<file path="src/source/frogGamePkg.sv">
// Game rules shared by the frog controller, the top level and the testbench
// Move commands are one-cycle pulses, up beats down, left and right
// Score is 8 bits and wraps silently, lives count down from StartLives
package frogGamePkg;

    ////////////////////////////////////////////////////////////
    // Button input
    ////////////////////////////////////////////////////////////
    typedef struct packed {
        logic up;
        logic down;
        logic left;
        logic right;
    } moveCmd_t;

    ////////////////////////////////////////////////////////////
    // Lives, score and status
    ////////////////////////////////////////////////////////////
    localparam int unsigned StartLives = 3;

    typedef logic [1:0] livesCount_t;
    typedef logic [7:0] scoreCount_t;

    // Status word for the renderer, 11 bits
    typedef struct packed {
        livesCount_t lives;
        scoreCount_t score;
        logic        gameOver;
    } gameStatus_t;

    // Frog spawns at the bottom row, middle column
    localparam int unsigned FrogStartX = 320;
    localparam int unsigned FrogStartY = 448;

    // Row that scores a point when reached
    localparam int unsigned GoalY = 0;

endpackage

</file>
<file path="src/source/frogGeometryPkg.sv">
// Screen, tile and lane geometry shared by traffic, collision and frog logic
// Every position is the top-left pixel of one TileSize square object
// X fits 10 bits and Y fits 9 bits for a 640 x 480 screen
// Lane rows and speeds are fixed at build time, one entry per car lane
package frogGeometryPkg;

    ////////////////////////////////////////////////////////////
    // Screen and tile size
    ////////////////////////////////////////////////////////////
    localparam int unsigned ScreenWidth  = 640;
    localparam int unsigned ScreenHeight = 480;
    localparam int unsigned TileSize     = 32;
    localparam int unsigned LaneCount    = 4;

    ////////////////////////////////////////////////////////////
    // Position types
    ////////////////////////////////////////////////////////////
    typedef logic [9:0] xPos_t;
    typedef logic [8:0] yPos_t;

    // Frog tile corner, x in the upper bits
    typedef struct packed {
        xPos_t x;
        yPos_t y;
    } frogPos_t;

    // One X per lane, lane 0 in the upper bits
    typedef struct packed {
        xPos_t carX0;
        xPos_t carX1;
        xPos_t carX2;
        xPos_t carX3;
    } carLanes_t;

    ////////////////////////////////////////////////////////////
    // Per-lane constants
    ////////////////////////////////////////////////////////////
    // Y pixel of the top edge of each car lane
    localparam yPos_t LaneRow [LaneCount] = '{9'd128, 9'd192, 9'd256, 9'd320};

    // Pixels moved per frame tick
    localparam xPos_t LaneSpeed [LaneCount] = '{10'd2, 10'd3, 10'd4, 10'd5};

    // Staggered X position loaded on reset
    localparam xPos_t CarStartX [LaneCount] = '{10'd0, 10'd160, 10'd320, 10'd480};

endpackage

</file>
<file path="src/source/carTraffic.sv">
// Moves the four car lanes sideways, once per frame tick
// A tick sampled at one edge shows up on o_Cars at that same edge
// Speeds stay below TileSize, so one subtract of ScreenWidth always wraps
`timescale 1ns/1ps

module carTraffic
(
    input  logic                       i_Clk,
    input  logic                       i_rstN,
    input  logic                       i_FrameTick,
    output frogGeometryPkg::carLanes_t o_Cars
);

    import frogGeometryPkg::*;

    // Current and next X of each lane
    xPos_t carX  [LaneCount];
    xPos_t nextX [LaneCount];
    xPos_t sumX  [LaneCount];

    ////////////////////////////////////////////////////////////
    // Next position with wrap at the right edge
    ////////////////////////////////////////////////////////////
    always_comb
    begin
        for (int l = 0; l < LaneCount; l++)
        begin
            // Max sum is 639 + 5, still inside 10 bits
            sumX[l] = carX[l] + LaneSpeed[l];
            if (sumX[l] >= xPos_t'(ScreenWidth))
            begin
                nextX[l] = sumX[l] - xPos_t'(ScreenWidth);
            end
            else
            begin
                nextX[l] = sumX[l];
            end
        end
    end

    ////////////////////////////////////////////////////////////
    // Lane registers
    ////////////////////////////////////////////////////////////
    always_ff @(posedge i_Clk or negedge i_rstN)
    begin
        if (!i_rstN)
        begin
            for (int l = 0; l < LaneCount; l++)
            begin
                carX[l] <= CarStartX[l];
            end
        end
        else if (i_FrameTick)
        begin
            // Every lane steps together so the frame stays consistent
            for (int l = 0; l < LaneCount; l++)
            begin
                carX[l] <= nextX[l];
            end
        end
    end

    // Pack the lanes onto the car bus
    assign o_Cars.carX0 = carX[0];
    assign o_Cars.carX1 = carX[1];
    assign o_Cars.carX2 = carX[2];
    assign o_Cars.carX3 = carX[3];

endmodule

</file>
<file path="src/source/collisionDetector.sv">
// Box-overlap test between the frog and the four cars, once per frame
// The tick is delayed one cycle so the test sees the cars after their move
// No wrap-around, a car partly past the right edge counts only at its stored X
// o_Hit is a registered pulse, one cycle after the sampled tick
`timescale 1ns/1ps

module collisionDetector
(
    input  logic                       i_Clk,
    input  logic                       i_rstN,
    input  logic                       i_FrameTick,
    input  frogGeometryPkg::carLanes_t i_Cars,
    input  frogGeometryPkg::frogPos_t  i_Frog,
    output logic                       o_Hit
);

    import frogGeometryPkg::*;

    // One extra bit keeps the edge sums clear of overflow
    localparam logic [10:0] TileWide = 11'(TileSize);

    logic                 checkEn;
    xPos_t                carX    [LaneCount];
    logic [LaneCount-1:0] laneHit;
    logic                 anyHit;

    // Unpack the car bus into an indexable array
    assign carX[0] = i_Cars.carX0;
    assign carX[1] = i_Cars.carX1;
    assign carX[2] = i_Cars.carX2;
    assign carX[3] = i_Cars.carX3;

    ////////////////////////////////////////////////////////////
    // Per-lane overlap
    ////////////////////////////////////////////////////////////
    always_comb
    begin
        for (int l = 0; l < LaneCount; l++)
        begin
            // Frog row must lie inside the lane band, and the two X spans must overlap
            laneHit[l] = ({2'b00, i_Frog.y} >= {2'b00, LaneRow[l]})
                      && ({2'b00, i_Frog.y} < ({2'b00, LaneRow[l]} + TileWide))
                      && ({1'b0, i_Frog.x} < ({1'b0, carX[l]} + TileWide))
                      && (({1'b0, i_Frog.x} + TileWide) > {1'b0, carX[l]});
        end
    end

    assign anyHit = |laneHit;

    ////////////////////////////////////////////////////////////
    // Check enable and hit pulse
    ////////////////////////////////////////////////////////////
    always_ff @(posedge i_Clk or negedge i_rstN)
    begin
        if (!i_rstN)
        begin
            checkEn <= 1'b0;
            o_Hit   <= 1'b0;
        end
        else
        begin
            checkEn <= i_FrameTick;
            // Ticks are at least 4 cycles apart, so this is always a single pulse
            o_Hit   <= checkEn && anyHit;
        end
    end

endmodule

</file>
<file path="src/source/frogControl.sv">
// Frog position, lives, score and game over
// A hit wins over everything, then the goal respawn, then a move
// Moves that would leave the screen are dropped, not clamped to the edge
// Once gameOver is set the frog and status stay frozen until reset
`timescale 1ns/1ps

module frogControl
(
    input  logic                       i_Clk,
    input  logic                       i_rstN,
    input  frogGamePkg::moveCmd_t      i_Move,
    input  logic                       i_Hit,
    output frogGeometryPkg::frogPos_t  o_Frog,
    output frogGamePkg::gameStatus_t   o_Status
);

    import frogGeometryPkg::*;
    import frogGamePkg::*;

    localparam frogPos_t StartPos = '{x: xPos_t'(FrogStartX), y: yPos_t'(FrogStartY)};

    frogPos_t    frogPos;
    frogPos_t    stepPos;
    logic        stepValid;
    gameStatus_t status;

    ////////////////////////////////////////////////////////////
    // Candidate move
    ////////////////////////////////////////////////////////////
    always_comb
    begin
        stepPos   = frogPos;
        stepValid = 1'b0;
        // Only the highest priority command counts, even when it is blocked
        if (i_Move.up)
        begin
            stepPos.y = frogPos.y - yPos_t'(TileSize);
            stepValid = frogPos.y >= yPos_t'(TileSize);
        end
        else if (i_Move.down)
        begin
            stepPos.y = frogPos.y + yPos_t'(TileSize);
            stepValid = frogPos.y < yPos_t'(ScreenHeight - TileSize);
        end
        else if (i_Move.left)
        begin
            stepPos.x = frogPos.x - xPos_t'(TileSize);
            stepValid = frogPos.x >= xPos_t'(TileSize);
        end
        else if (i_Move.right)
        begin
            stepPos.x = frogPos.x + xPos_t'(TileSize);
            stepValid = frogPos.x < xPos_t'(ScreenWidth - TileSize);
        end
    end

    ////////////////////////////////////////////////////////////
    // Frog and status registers
    ////////////////////////////////////////////////////////////
    always_ff @(posedge i_Clk or negedge i_rstN)
    begin
        if (!i_rstN)
        begin
            frogPos <= StartPos;
            status  <= '{lives: livesCount_t'(StartLives), score: '0, gameOver: 1'b0};
        end
        else if (!status.gameOver)
        begin
            if (i_Hit)
            begin
                // Respawn and lose a life, the last life ends the game
                frogPos      <= StartPos;
                status.lives <= status.lives - 1'b1;
                if (status.lives == livesCount_t'(1))
                begin
                    status.gameOver <= 1'b1;
                end
            end
            else if (frogPos.y == yPos_t'(GoalY))
            begin
                // The frog sat on the goal row for one cycle
                frogPos      <= StartPos;
                status.score <= status.score + 1'b1;
            end
            else if (stepValid)
            begin
                frogPos <= stepPos;
            end
        end
    end

    assign o_Frog   = frogPos;
    assign o_Status = status;

endmodule

</file>
<file path="src/source/frogGameTop.sv">
// Game core top level, wiring only
// Drives positions and status for an external renderer
// i_FrameTick and i_Move are one-cycle strobes from outside, no handshake
`timescale 1ns/1ps

module frogGameTop
(
    input  logic                       i_Clk,
    input  logic                       i_rstN,
    input  logic                       i_FrameTick,
    input  frogGamePkg::moveCmd_t      i_Move,
    output frogGeometryPkg::carLanes_t o_Cars,
    output frogGeometryPkg::frogPos_t  o_Frog,
    output logic                       o_Hit,
    output frogGamePkg::gameStatus_t   o_Status
);

    import frogGeometryPkg::*;

    // Internal buses shared between the three blocks
    carLanes_t carBus;
    frogPos_t  frogBus;
    logic      hitPulse;

    // Producer of the per-frame car positions
    carTraffic uTraffic
    (
        .i_Clk       (i_Clk),
        .i_rstN      (i_rstN),
        .i_FrameTick (i_FrameTick),
        .o_Cars      (carBus)
    );

    // Checks the frog against the cars one cycle after each tick
    collisionDetector uDetector
    (
        .i_Clk       (i_Clk),
        .i_rstN      (i_rstN),
        .i_FrameTick (i_FrameTick),
        .i_Cars      (carBus),
        .i_Frog      (frogBus),
        .o_Hit       (hitPulse)
    );

    // Moves the frog and keeps lives and score
    frogControl uFrog
    (
        .i_Clk    (i_Clk),
        .i_rstN   (i_rstN),
        .i_Move   (i_Move),
        .i_Hit    (hitPulse),
        .o_Frog   (frogBus),
        .o_Status (o_Status)
    );

    assign o_Cars = carBus;
    assign o_Frog = frogBus;
    assign o_Hit  = hitPulse;

endmodule

</file>
<file path="config.mk">
export PLATFORM = sky130hd
export DESIGN_NAME = frogGameTop
export DESIGN_NICKNAME = d
export VERILOG_FILES = /design/src/source/frogGamePkg.sv /design/src/source/frogGeometryPkg.sv /design/src/source/carTraffic.sv /design/src/source/collisionDetector.sv /design/src/source/frogControl.sv /design/src/source/frogGameTop.sv
export SDC_FILE = /design/constraint.sdc
export NUM_CORES = 1
export LEC_CHECK = 0
export BUFFER_PORTS_ARGS = -buffer_cell sky130_fd_sc_hd__buf_2
export CORE_ASPECT_RATIO = 0.5
export CORE_UTILIZATION = 53
export CTS_CLUSTER_DIAMETER = 50
export DETAILED_ROUTE_END_ITERATION = 10
export GPL_TIMING_DRIVEN = 0
export PLACE_DENSITY = 0.78
export RECOVER_POWER = 25
export SLEW_MARGIN = 20
export SYNTH_ARGS = -nofsm -noshare
export SYNTH_HDL_FRONTEND = slang
export SYNTH_HIERARCHICAL = 1
export SYNTH_SLANG_ARGS = --single-unit
</file>
<file path="constraint.sdc">
create_clock -name i_Clk -period 2.7 [get_ports i_Clk]
set_input_delay 0.135 -clock i_Clk [delete_from_list [all_inputs] [get_ports i_Clk]]
set_output_delay 0.135 -clock i_Clk [all_outputs]
set_load 0.02 [all_outputs]
</file>
==> key figures, run 1 <==
Outcome
  – Status: finished with violations
  – Failing checks: max-capacitance violations, max-slew violations, negative setup slack

Placement
  – Post-DP Area: slightly above 6000 um^2
  – Placed insts: roughly 850
  – HPWL after detailed placement: approximately 10 mm
  – Gpl congestion: 0.829
  – DP Worst Slack: -0.336 ns
  – PortBufs: 62

Floorplanning
  – Floorplan die width: between 100 and 150 um
  – Core ar.: slightly above 10000 um^2
  – # rows: 26
  – I/O Pins: 78
  – Full die area: 11000 um^2
  – Initial Utilization: 0.547
  – Die Y-Extent: 74.8 um

Timing
  – Fmax: 0.367 GHz
  – Slew @ Worst Pin: 1.54 ns
  – Final worst setup slack: -0.0271 ns
  – Setup TNS: -0.0271 ns
  – Final Skew: between 0.005 and 0.006 ns
  – Worst Hold Slack: around 0.14 ns
  – Hold Vio Cnt, Final: 0
  – RSZ-0062 raised after global routing: true
  – Fin crit period: approximately 2.7 ns
  – Fin. max-slew vios: 60
  – Slew HR: -0.0247
  – Crit share post-route: 1.01
  – Final setup vio count: 1

Setup path
  – Critical path, cell by cell: ha_4 -> xor2_2 -> ha_1 -> a21o_1 -> a21oi_4 -> nand2_1 -> or4_1 -> a32o_2 -> a211o_1
  – Max stage delay cell, worst path: dfstp_4
  – Req. time, crit path: around 2.9 ns
  – Critical path fanouts, max: 4
  – WP data arrival: 2.94 ns
  – WS Path Type: flop to flop
  – Slowest stage delay, CP: 0.66 ns
  – Cell family with the largest share of critical-path delay: compound AO/OA/AOI/OAI gates
  – CP bufs+invs: 0
  – CP Capture Type: flop
  – Critical path startpoint category: flop

Global routing
  – Grt ovf: 0
  – Largest net degree at the start of global routing: 60
  – Gr usage total: 0.268
  – First-pass GRT wire length: ~23 mm
  – Vias in the first global route: ~4600
  – Initial antenna violation count: 0

Synthesis
  – Distinct cells, synth: a little under 80
  – Top_reg_cell synth: dfrtp_1
  – Register area share after synthesis: 0.267
  – Cell taking the most area after synthesis: dfrtp_1
  – Mapped Cells: 632
  – Post-synth EDFFs: 0
  – Share of the synthesized area in the top cell type: 0.196
  – Post-Syn Area per Cell: about 8.9 um^2
  – Async SR Flop Fraction: 1.00
  – Cell Area, Synth: 5610 um^2
  – FF+latch count, synth: 59
  – Yosys Warn Count: 6
  – Synth area leaders: dfrtp_1 20%, ha_1 19%, dfstp_2 7.0%, xnor2_1 6.9%, inv_1 4.1%

Cells and area
  – Layout cells sized above 1: 0.193
  – Final Instance Area: 6640 um^2
  – Antenna Cells: 0
  – Filler cells: around 880
  – Commonest non-fill, non-tap cell in the layout: ha_1
  – Most frequent cells in the layout: 82 x ha_1, 61 x inv_1, 52 x buf_2
  – Nets: around 820
  – Layout Cells excl Fill: 871
  – Layout area overhead: 18.4%

Drt
  – Number of remaining DRC errors: 0
  – Iter 0 DRT Violations: ~270
  – Antenna-violating nets left: 0
  – DRT Wirelength: 14.6 mm
  – DR WL/cell: 16.7 um
  – Vias/cell: 5.89
  – Drt pass-1 iters: 5
  – Detailed-route via count: 5134

Clocking
  – Root Buffer: clkbuf_16
  – Total CTS buffers: 9
  – Max Root-Sink Buffers: 2
  – Clock sinks: ~60
  – H-tree depth: 3
  – TritonCTS clock tree: done
  – Clk Latency, worst-skew pair: 0.34 ns
  – Reg clk slew, reported paths: about 0.05 ns

Pwr
  – Cell Pwr Density: between 1000 and 1500 nW/um^2
  – VDD IR max: around 480 uV
  – Static leakage: just over 3 nW

Run
  – Max_cap viols: 1

Hold path
  – Hold Crit Class: primary input to flop
==> stage by stage <==
step | total power, mW | util
2_1_floorplan | 5.26 | -
3_3_place_gp | 6.28 | 0.603
3_5_place_dp | 6.47 | 0.603
4_1_cts | 7.90 | 0.649
5_1_grt | 8.64 | 0.648
6_report | 8.00 | 0.648
==> report_power, final <==
| group | switching, mW | total (mW) | internal (mW) |
|---|---|---|---|
| logic | 2.60 | 4.71 | 2.11 |
| clock network | 0.415 | 1.18 | 0.764 |
| registers | 0.782 | 2.11 | 1.33 |
| total | 3.80 | 8.00 | 4.20 |
==> synth_stat cells (3+ instances only) <==
master,number
a31oi_1,3
a2111o_1,3
clkbuf_1,6
nand2_1,38
nand3b_1,3
inv_1,61
and3_1,11
nand4_1,15
ha_1,85
nor3b_1,4
a21oi_1,22
o31ai_1,7
or4_1,7
buf_4,15
nor2_1,28
nor2b_1,6
nor4_1,3
mux2_2,8
or3_1,5
nand2b_1,6
a21o_1,10
xnor2_1,44
a211oi_1,4
o211ai_1,7
xor2_1,14
dfstp_2,15
dfrtp_1,44
o22ai_1,5
mux2i_1,6
nor4b_1,5
nor3_1,23
o21ai_0,25
nand4b_1,4
nand3_1,32
o21a_1,8
==> sequential cells by signal, summed over array words and instances (netlist names) <==
signal	cells
uFrog/o_Status	11
uDetector/checkEn	1
uTraffic/o_Cars	37
uFrog/o_Frog	9
uDetector/o_Hit	1
==> cell type report <==
| type | instances | area (um^2) | share of cell area |
|---|---|---|---|
| timing repair buffer | 72 | 377 | 0.0567 |
| sequential | 59 | 1510 | 0.227 |
| inverter | 61 | 229 | 0.0345 |
| buffer | 27 | 169 | 0.0254 |
| multi-input combinational | 496 | 3880 | 0.585 |
| clock buffer | 14 | 264 | 0.0397 |
| tap | 140 | 175 | 0.0264 |
| clock inverter | 2 | 35.0 | 0.00527 |
==> kinds of logic (layout without fill, tap and decap cells) <==
family | after synthesis | in the layout | synth area share
and+or+nand+nor | 202 | 202 | 0.197
AOI/OAI and AO/OA | 123 | 123 | 0.154
buffers and inverters | 88 | 176 | 0.0709
adders and majority gates | 85 | 85 | 0.190
DFF | 59 | 59 | 0.267
xor gates and xnor gates | 58 | 58 | 0.0905
muxes | 15 | 15 | 0.0294
other | 2 | 13 | 0.00134
==> routing by layer <==
layer / global-route usage / part of all wire / vias up
met1: 0.353 / 0.46 / 2462
li1: - / - / 2461
met3: 0.0661 / 0.070 / 26
met5: 0 / 0 / -
met4: 0.117 / 0.021 / 0
met2: 0.427 / 0.45 / 185
==> worst register-to-register path, cell delays in order, from the launching register on <==
cell	delay, ns
dfstp_4	0.66
ha_4	0.18
xor2_2	0.12
ha_1	0.22
a21o_1	0.21
a21oi_4	0.16
nand2_1	0.06
or4_1	0.41
a32o_2	0.31
a211o_1	0.27
==> worst paths after layout <==
kind / slack, ns / startpoint / cells past startpoint / endpoint
max in group asynchronous: 0.90 / i_rstN / 2 / uFrog/o_Frog[14]
min reg2reg: 0.50 / uFrog/o_Status[7] / 1 / uFrog/o_Status[7]
min in group asynchronous: 0.70 / i_rstN / 2 / uFrog/o_Status[5]
max: -0.03 / uFrog/o_Frog[15] / 9 / uDetector/o_Hit
max reg2reg: -0.03 / uFrog/o_Frog[15] / 9 / uDetector/o_Hit
min: 0.14 / i_Move[1] / 3 / uFrog/o_Frog[15]
==> what timing repair did <==
item                       4_1_cts  5_1_grt
resized for setup               13        1
hold endpoints to repair        45        0
hold buffers                     2        0
buffers inserted                 8        0
setup endpoints to repair        1        1
pin swaps                        9        0
gates cloned                     0        0
Power figures use the tool's default switching activity.
==> inputs of run 2 (changes only) <==
CORE_UTILIZATION = 52   (was 53)
SYNTH_HIERARCHICAL = not set   (was 1)
==> run 2 against run 1 <==
The run ends with max-capacitance violations left. Flip-flop and latch count did not move. Routed wire length down 18%. Synthesized area decreased by 15%. Clock skew about the same. Sequential share of layout area grew 3.5 points. Final cell count shrank 15%. Synthesized cell count shrank 17%. Utilization increased by 0.19 points. Design area decreased by 14%. Sequential power down 10%. Largest power group unchanged. Highest routed layer unchanged.
==> key figures, run 2 <==
Placement
  – Post-DP Area: 5250 um^2 (-15%)
  – HPWL after detailed placement: 8.39 mm (-16%)
  – Placed insts: 715 (-15%)
  – DP Worst Slack: -0.343 ns (-0.00733 ns)
  – Gpl congestion: 0.870 (+5.0%)
  – PortBufs: 62 (unchanged)

Clocking
  – TritonCTS clock tree: done
  – Reg clk slew, reported paths: 0.05 ns (about the same)
  – Root Buffer: clkbuf_16
  – H-tree depth: 3 (unchanged)
  – Max Root-Sink Buffers: 2 (unchanged)
  – Total CTS buffers: 9 (unchanged)
  – Clock sinks: 59 (unchanged)
  – Clk Latency, worst-skew pair: 0.34 ns (about the same)

Setup path
  – Worst setup path endpoint: uDetector.o_Hit
  – Req. time, crit path: 2.90 ns (-0.02 ns)
  – Reg2Reg Setup Slack: 0.007 ns (+0.03 ns)
  – Critical path startpoint category: flop
  – Worst setup path startpoint: uFrog.o_Frog[17]
  – R2R depth: 9 (unchanged)
  – Critical path fanouts, max: 8 (+4)
  – WP data arrival: 2.90 ns (-0.04 ns)
  – CP bufs+invs: 1 (+1)
  – Max stage delay cell, worst path: dfstp_2
  – Slowest stage delay, CP: 0.62 ns (-0.04 ns)
  – Cell family with the largest share of critical-path delay: compound AO/OA/AOI/OAI gates
  – Critical path, cell by cell: buf_4 -> nand3_1 -> xnor2_2 -> ha_1 -> and3_1 -> a221oi_2 -> a31oi_1 -> o2111ai_1 -> a41oi_1
  – CP Capture Type: flop
  – Origin of the critical flop-to-flop path: uFrog.o_Frog[17]
  – Critical path depth in cells: 9 (unchanged)
  – WS Path Type: flop to flop
  – RR Endpoint: uDetector.o_Hit

Synthesis
  – Yosys Warn Count: 0 (-6)
  – Synth area leaders: dfrtp_1 23%, ha_1 17%, xnor2_1 9.1%, dfstp_2 8.3%, inv_1 3.5%
  – FF+latch count, synth: 59 (unchanged)
  – Mapped Cells: 524 (-17%)
  – Commonest cells in the netlist: 66 x ha_1, 49 x xnor2_1, 44 x dfrtp_1, 44 x inv_1, 36 x nand2_1
  – Top_reg_cell synth: dfrtp_1
  – Post-synth EDFFs: 0 (unchanged)
  – Cell Area, Synth: 4740 um^2 (-15%)
  – Distinct cells, synth: 60 (-22%)
  – Cell taking the most area after synthesis: dfrtp_1
  – Async SR Flop Fraction: 1.00 (unchanged)
  – Share of the synthesized area in the top cell type: 0.232 (+0.0360)
  – Post-Syn Area per Cell: 9.05 um^2 (+1.9%)
  – Register area share after synthesis: 0.315 (+0.0489)
  – Most frequent cell after synthesis: ha_1

Run
  – Max_cap viols: 1 (unchanged)

Drt
  – Iter 0 DRT Violations: 303 (+11%)
  – Drt pass-1 iters: 5 (unchanged)
  – DRT Wirelength: 12.0 mm (-18%)
  – Number of remaining DRC errors: 0 (unchanged)
  – Antenna-violating nets left: 0 (unchanged)
  – DR WL/cell: 16.1 um (-3.5%)
  – Detailed-route via count: 4254 (-17%)
  – Vias/cell: 5.73 (-2.7%)

Floorplanning
  – I/O Pins: 78 (unchanged)
  – Floorplan die width: 137 um (-7.1%)
  – # rows: 24 (-7.7%)
  – Initial Utilization: 0.541 (-0.00683)
  – Die Y-Extent: 69.5 um (-7.0%)
  – Core ar.: 8770 um^2 (-14%)
  – Full die area: 9530 um^2 (-14%)

Timing
  – Slew HR: 0.00454 (+0.0292)
  – Slew @ Worst Pin: 1.49 ns (-0.0438 ns)
  – Final worst setup slack: 0.00717 ns (+0.0343 ns)
  – Fmax: 0.371 GHz (+1.3%)
  – Fin. max-slew vios: 0 (-100%)
  – Setup TNS: 0 ns (+0.0271 ns)
  – Final setup vio count: 0 (-1)
  – Final Skew: 0.00555 ns (-0.0000233 ns)
  – Hold Vio Cnt, Final: 0 (unchanged)
  – Crit share post-route: 0.997 (-0.0127)
  – RSZ-0062 raised after global routing: true
  – Fin crit period: 2.69 ns (-0.0343 ns)

Outcome
  – Status: finished with violations
  – Failing checks: max-capacitance violations

Cells and area
  – Final Instance Area: 5700 um^2 (-14%)
  – Antenna Cells: 0 (unchanged)
  – Most frequent cells in the layout: 64 x ha_1, 47 x buf_2, 47 x xnor2_1
  – Nets: 693 (-15%)
  – Layout cells sized above 1: 0.189 (-0.00409)
  – Layout area overhead: 20.2%
  – Layout Cells excl Fill: 742 (-15%)
  – Largest register FFs: 37 (unchanged)
  – Commonest non-fill, non-tap cell in the layout: ha_1

Global routing
  – Grt ovf: 0 (unchanged)
  – Gr usage total: 0.263 (-0.00491)
  – Initial antenna violation count: 0 (unchanged)
  – Largest net degree at the start of global routing: 60 (unchanged)
  – Vias in the first global route: 4000 (-13%)
  – First-pass GRT wire length: 19.2 mm (-16%)

Pwr
  – Total power: 7.68 mW (-3.9%)
  – VDD IR max: 580 uV (+20%)
  – Cell Pwr Density: 1350 nW/um^2 (+12%)
  – Static leakage: 2.63 nW (-14%)

Hold path
  – Hold Crit Class: primary input to flop
==> run 2: tightest hold or removal path, cell delays in order <==
cell and delay, ns:
buf_2 0.16, xnor2_1 0.14, a31oi_1 0.07
==> run 2: area by class of cell <==
cell class	count	area [um^2]
Sequential cell	59	1500
Fill cell	762	3070
Timing Repair Buffer	73	372
Tap cell	117	146
Multi-Input combinational cell	401	2990
Buffer	32	181
Clock inverter	5	100
Clock buffer	11	243
Inverter	44	169
==> run 2: worst min path at each step <==
stage                      startpoint                end  slack [ns]  depth (start not counted)
after floorplan                i_rstN  uDetector.checkEn       -0.16                          0
after global placement    i_FrameTick  uDetector.checkEn        0.27                          1
after detailed placement       i_rstN    uFrog.o_Frog[5]        0.26                          1
after CTS                   i_Move[1]   uFrog.o_Frog[15]        0.18                          3
after global routing        i_Move[1]   uFrog.o_Frog[15]        0.22                          3
final                       i_Move[1]   uFrog.o_Frog[15]        0.19                          3
==> run 2: logic make-up (layout without fill, tap and decap cells) <==
kind of cell | Yosys count | after routing | synth area share
simple gates | 155 | 155 | 0.170
compound gates | 103 | 103 | 0.147
buf+inv | 76 | 165 | 0.0726
fa+ha+maj | 66 | 66 | 0.174
flops | 59 | 59 | 0.315
xor+xnor | 58 | 58 | 0.107
mux | 6 | 6 | 0.0135
other cells | 1 | 13 | 0.000791
==> run 2: report_power, final <==
part | internal (mW) | leakage (nW) | switching [mW] | total, mW
logic | 1.86 | 1.76 | 2.60 | 4.46
clock network | 0.923 | 0.169 | 0.417 | 1.34
registers | 1.32 | 0.698 | 0.571 | 1.89
total | 4.10 | 2.63 | 3.59 | 7.68
==> run 2: through the flow <==
| stage | utilization | hold WS, ns |
|---|---|---|
| final | 0.650 | 0.187 |
| after global routing | 0.650 | 0.216 |
| after CTS | 0.652 | 0.175 |
| after detailed placement | 0.598 | 0.262 |
| after global placement | 0.598 | 0.274 |
| after floorplan | - | -0.161 |
==> run 2: per-layer routing <==
layer / vias to the layer above / global-route usage / wire [um]
met5: - / 0 / 0
met4: 0 / 0.0965 / 244
met3: 25 / 0.0548 / 752
met2: 159 / 0.414 / 5500
met1: 2049 / 0.356 / 5480
li1: 2021 / - / -
==> run 2: what timing repair did <==
action / CTS / global route
setup buffers: 8 / 1
hold buffers: 2 / 0
hold endpoints to repair: 45 / 0
resized for setup: 9 / 3
setup endpoints to repair: 1 / 4
pin swaps: 1 / 1
==> inputs of run 3 (changes only) <==
==> constraint.sdc (replaced) <==
create_clock -name i_Clk -period 2.7 [get_ports i_Clk]
set_input_delay 0.54 -clock i_Clk [delete_from_list [all_inputs] [get_ports i_Clk]]
set_output_delay 0.54 -clock i_Clk [all_outputs]
set_load 0.02 [all_outputs]
==> run 3 against run 2 <==
The flow finishes with violations (max-capacitance violations, max-slew violations). Sequential share of layout area barely moved. Register-to-register slack improved by 0.02 ns. Critical path depth did not move. Global-route usage fell by 0.14 points. Critical path type unchanged. Worst setup slack improved by 0.024 ns. Die area did not move. Clock skew barely moved. Utilization rose by 0.057 points. Sequential power barely moved. Non-clock buffer count fell by 2. Via count fell by 0.68%. Highest routed layer unchanged. First-iteration DRC count rose by 9.2%.
==> key figures, run 3 (same netlist as run 2, synthesis figures left out) <==
Clocking
  – Reg clk slew, reported paths: 0.05 ns (about the same)
  – TritonCTS clock tree: done
  – Root Buffer: clkbuf_16
  – Max Root-Sink Buffers: 2 (unchanged)
  – Clock sinks: 59 (unchanged)
  – H-tree depth: 3 (unchanged)
  – Clk Latency, worst-skew pair: 0.33 ns (about the same)
  – Total CTS buffers: 9 (unchanged)

Outcome
  – Failing checks: max-capacitance violations, max-slew violations
  – Status: finished with violations

Cells and area
  – Commonest non-fill, non-tap cell in the layout: buf_2
  – Most frequent cells in the layout: 67 x buf_2, 64 x ha_1, 47 x xnor2_1
  – Filler cells: 749 (-1.7%)
  – Antenna Cells: 0 (unchanged)
  – Layout Cells excl Fill: 740 (-0.27%)
  – Reg area: 1500 um^2 (unchanged)
  – Final Instance Area: 5710 um^2 (about the same)
  – Nets: 691 (-0.29%)
  – Area of the multi-input gates: 2990 um^2 (unchanged)
  – Layout cells sized above 1: 0.223 (+0.0343)
  – Layout area overhead: 20.3% (about the same)
  – Largest register FFs: 37 (unchanged)

Placement
  – Post-DP Area: 5250 um^2 (unchanged)
  – PortBufs: 62 (unchanged)
  – Gpl congestion: 0.870 (unchanged)
  – Placed insts: 715 (unchanged)
  – HPWL after detailed placement: 8.39 mm (unchanged)

Floorplanning
  – Floorplan die width: 137 um (unchanged)
  – Core ar.: 8770 um^2 (unchanged)
  – Initial Utilization: 0.541 (unchanged)
  – I/O Pins: 78 (unchanged)
  – Full die area: 9530 um^2 (unchanged)
  – Die Y-Extent: 69.5 um (unchanged)
  – # rows: 24 (unchanged)

Setup path
  – CP bufs+invs: 1 (unchanged)
  – Max stage delay cell, worst path: dfstp_2
  – Critical path, cell by cell: buf_4 -> nand3_1 -> xnor2_2 -> ha_1 -> and3_1 -> a221oi_2 -> a31oi_1 -> o2111ai_1 -> a41oi_1
  – Cell family with the largest share of critical-path delay: compound AO/OA/AOI/OAI gates
  – Critical path startpoint category: flop
  – Critical path fanouts, max: 8 (unchanged)
  – Slowest stage delay, CP: 0.61 ns (about the same)
  – WP data arrival: 2.87 ns (-0.03 ns)
  – Req. time, crit path: 2.90 ns (about the same)
  – CP Capture Type: flop
  – WS Path Type: flop to flop

Pwr
  – Static leakage: 2.70 nW (+2.5%)
  – Clock power share: 0.174 (about the same)
  – Sequential power share: 0.245 (about the same)
  – Cell Pwr Density: 1350 nW/um^2 (about the same)
  – P_int: 4.12 mW (+0.53%)
  – Net Sw Power: 3.57 mW (-0.45%)
  – Comb pwr share: 0.581 (about the same)
  – Sw Ratio: 0.464 (-0.00244)
  – Total power: 7.69 mW (about the same)
  – VDD IR max: 580 uV (about the same)

Drt
  – DRT Wirelength: 11.8 mm (-1.1%)
  – Iter 0 DRT Violations: 331 (+9.2%)
  – Vias/cell: 5.71 (-0.41%)
  – Detailed-route via count: 4225 (-0.68%)
  – Drt pass-1 iters: 5 (unchanged)
  – Number of remaining DRC errors: 0 (unchanged)
  – DR WL/cell: 16.0 um (-0.81%)
  – Antenna-violating nets left: 0 (unchanged)

Timing
  – Fin crit period: 2.67 ns (-0.0238 ns)
  – Slew HR: -0.00332 (-0.00786)
  – Fmax: 0.375 GHz (+0.89%)
  – Fin. max-slew vios: 59 (+59)
  – RSZ-0062 raised after global routing: true
  – Final Skew: 0.00560 ns (+0.0000454 ns)
  – Crit share post-route: 0.989 (-0.00881)
  – Hold Vio Cnt, Final: 0 (unchanged)
  – Final setup vio count: 0 (unchanged)
  – Slew @ Worst Pin: 1.50 ns (+0.0118 ns)

Global routing
  – Largest net degree at the start of global routing: 60 (unchanged)
  – Gr usage total: 0.262 (-0.00143)
  – Grt ovf: 0 (unchanged)
  – Initial antenna violation count: 0 (unchanged)
  – First-pass GRT wire length: 19.1 mm (-0.46%)
  – Vias in the first global route: 3982 (-0.45%)

Hold path
  – Hold Crit Class: primary input to flop

Run
  – Max_cap viols: 1 (unchanged)
run 3: cell types whose count changed in the layout (fill, tap and decap cells not counted), sizes merged:
cell         before  now
clkbuf           44   24
buf              70   90
dlygate4sd3       2    0
run 3: power by group through the flow:
stage	Combinational, mW	Clock (mW)	Sequential [mW]
2_1_floorplan	2.67	0	2.20
3_3_place_gp	3.97	0	1.90
3_5_place_dp	4.14	0	1.92
4_1_cts	4.38	1.35	1.88
5_1_grt	4.95	1.40	1.95
6_report	4.47	1.34	1.88
run 3: metal layers:
| metal | track usage | wire length, um |
|---|---|---|
| met1 | 0.355 | 5390 |
| met2 | 0.413 | 5460 |
| met3 | 0.0556 | 827 |
| met4 | 0.0891 | 174 |
| met5 | 0 | 0 |
run 3: final timing paths:
| kind | from | end | slack, ns | cells after the start |
|---|---|---|---|---|
| min in group asynchronous | i_rstN | uFrog.o_Frog[5] | 0.58 | 1 |
| setup reg to reg | uFrog.o_Frog[17] | uDetector.o_Hit | 0.03 | 9 |
| hold reg to reg | uFrog.o_Status[8] | uFrog.o_Status[8] | 0.47 | 1 |
| max in group asynchronous | i_rstN | uFrog.o_Frog[16] | 1.13 | 1 |
| hold / removal | i_FrameTick | uDetector.checkEn | 0.35 | 1 |
| setup / recovery | uFrog.o_Frog[17] | uDetector.o_Hit | 0.03 | 9 |
run 3: repair_timing:
item,CTS,global route
endpoints found under the setup margin,1,4
pin swaps,1,1
resized for setup,9,3
setup buffers,8,1
hold buffers,0,0
run 3: layout make-up:
type,count,area share
Clock inverter,5,0.0175
Tap cell,117,0.0257
Multi-Input combinational cell,401,0.524
Timing Repair Buffer,71,0.0660
Sequential cell,59,0.263
Buffer,32,0.0318
Inverter,44,0.0296
Clock buffer,11,0.0425
run 3: stage by stage:
stage                     setup TNS, ns   util  setup WS, ns  hold WS, ns
final                                 0  0.651        0.0309        0.352
after global routing             -0.138  0.651        -0.138        0.347
after CTS                             0  0.649       0.00242        0.312
after detailed placement         -0.343  0.598        -0.343        0.465
after global placement           -0.343  0.598        -0.343        0.458
after floorplan                       0      -        0.0544        0.244
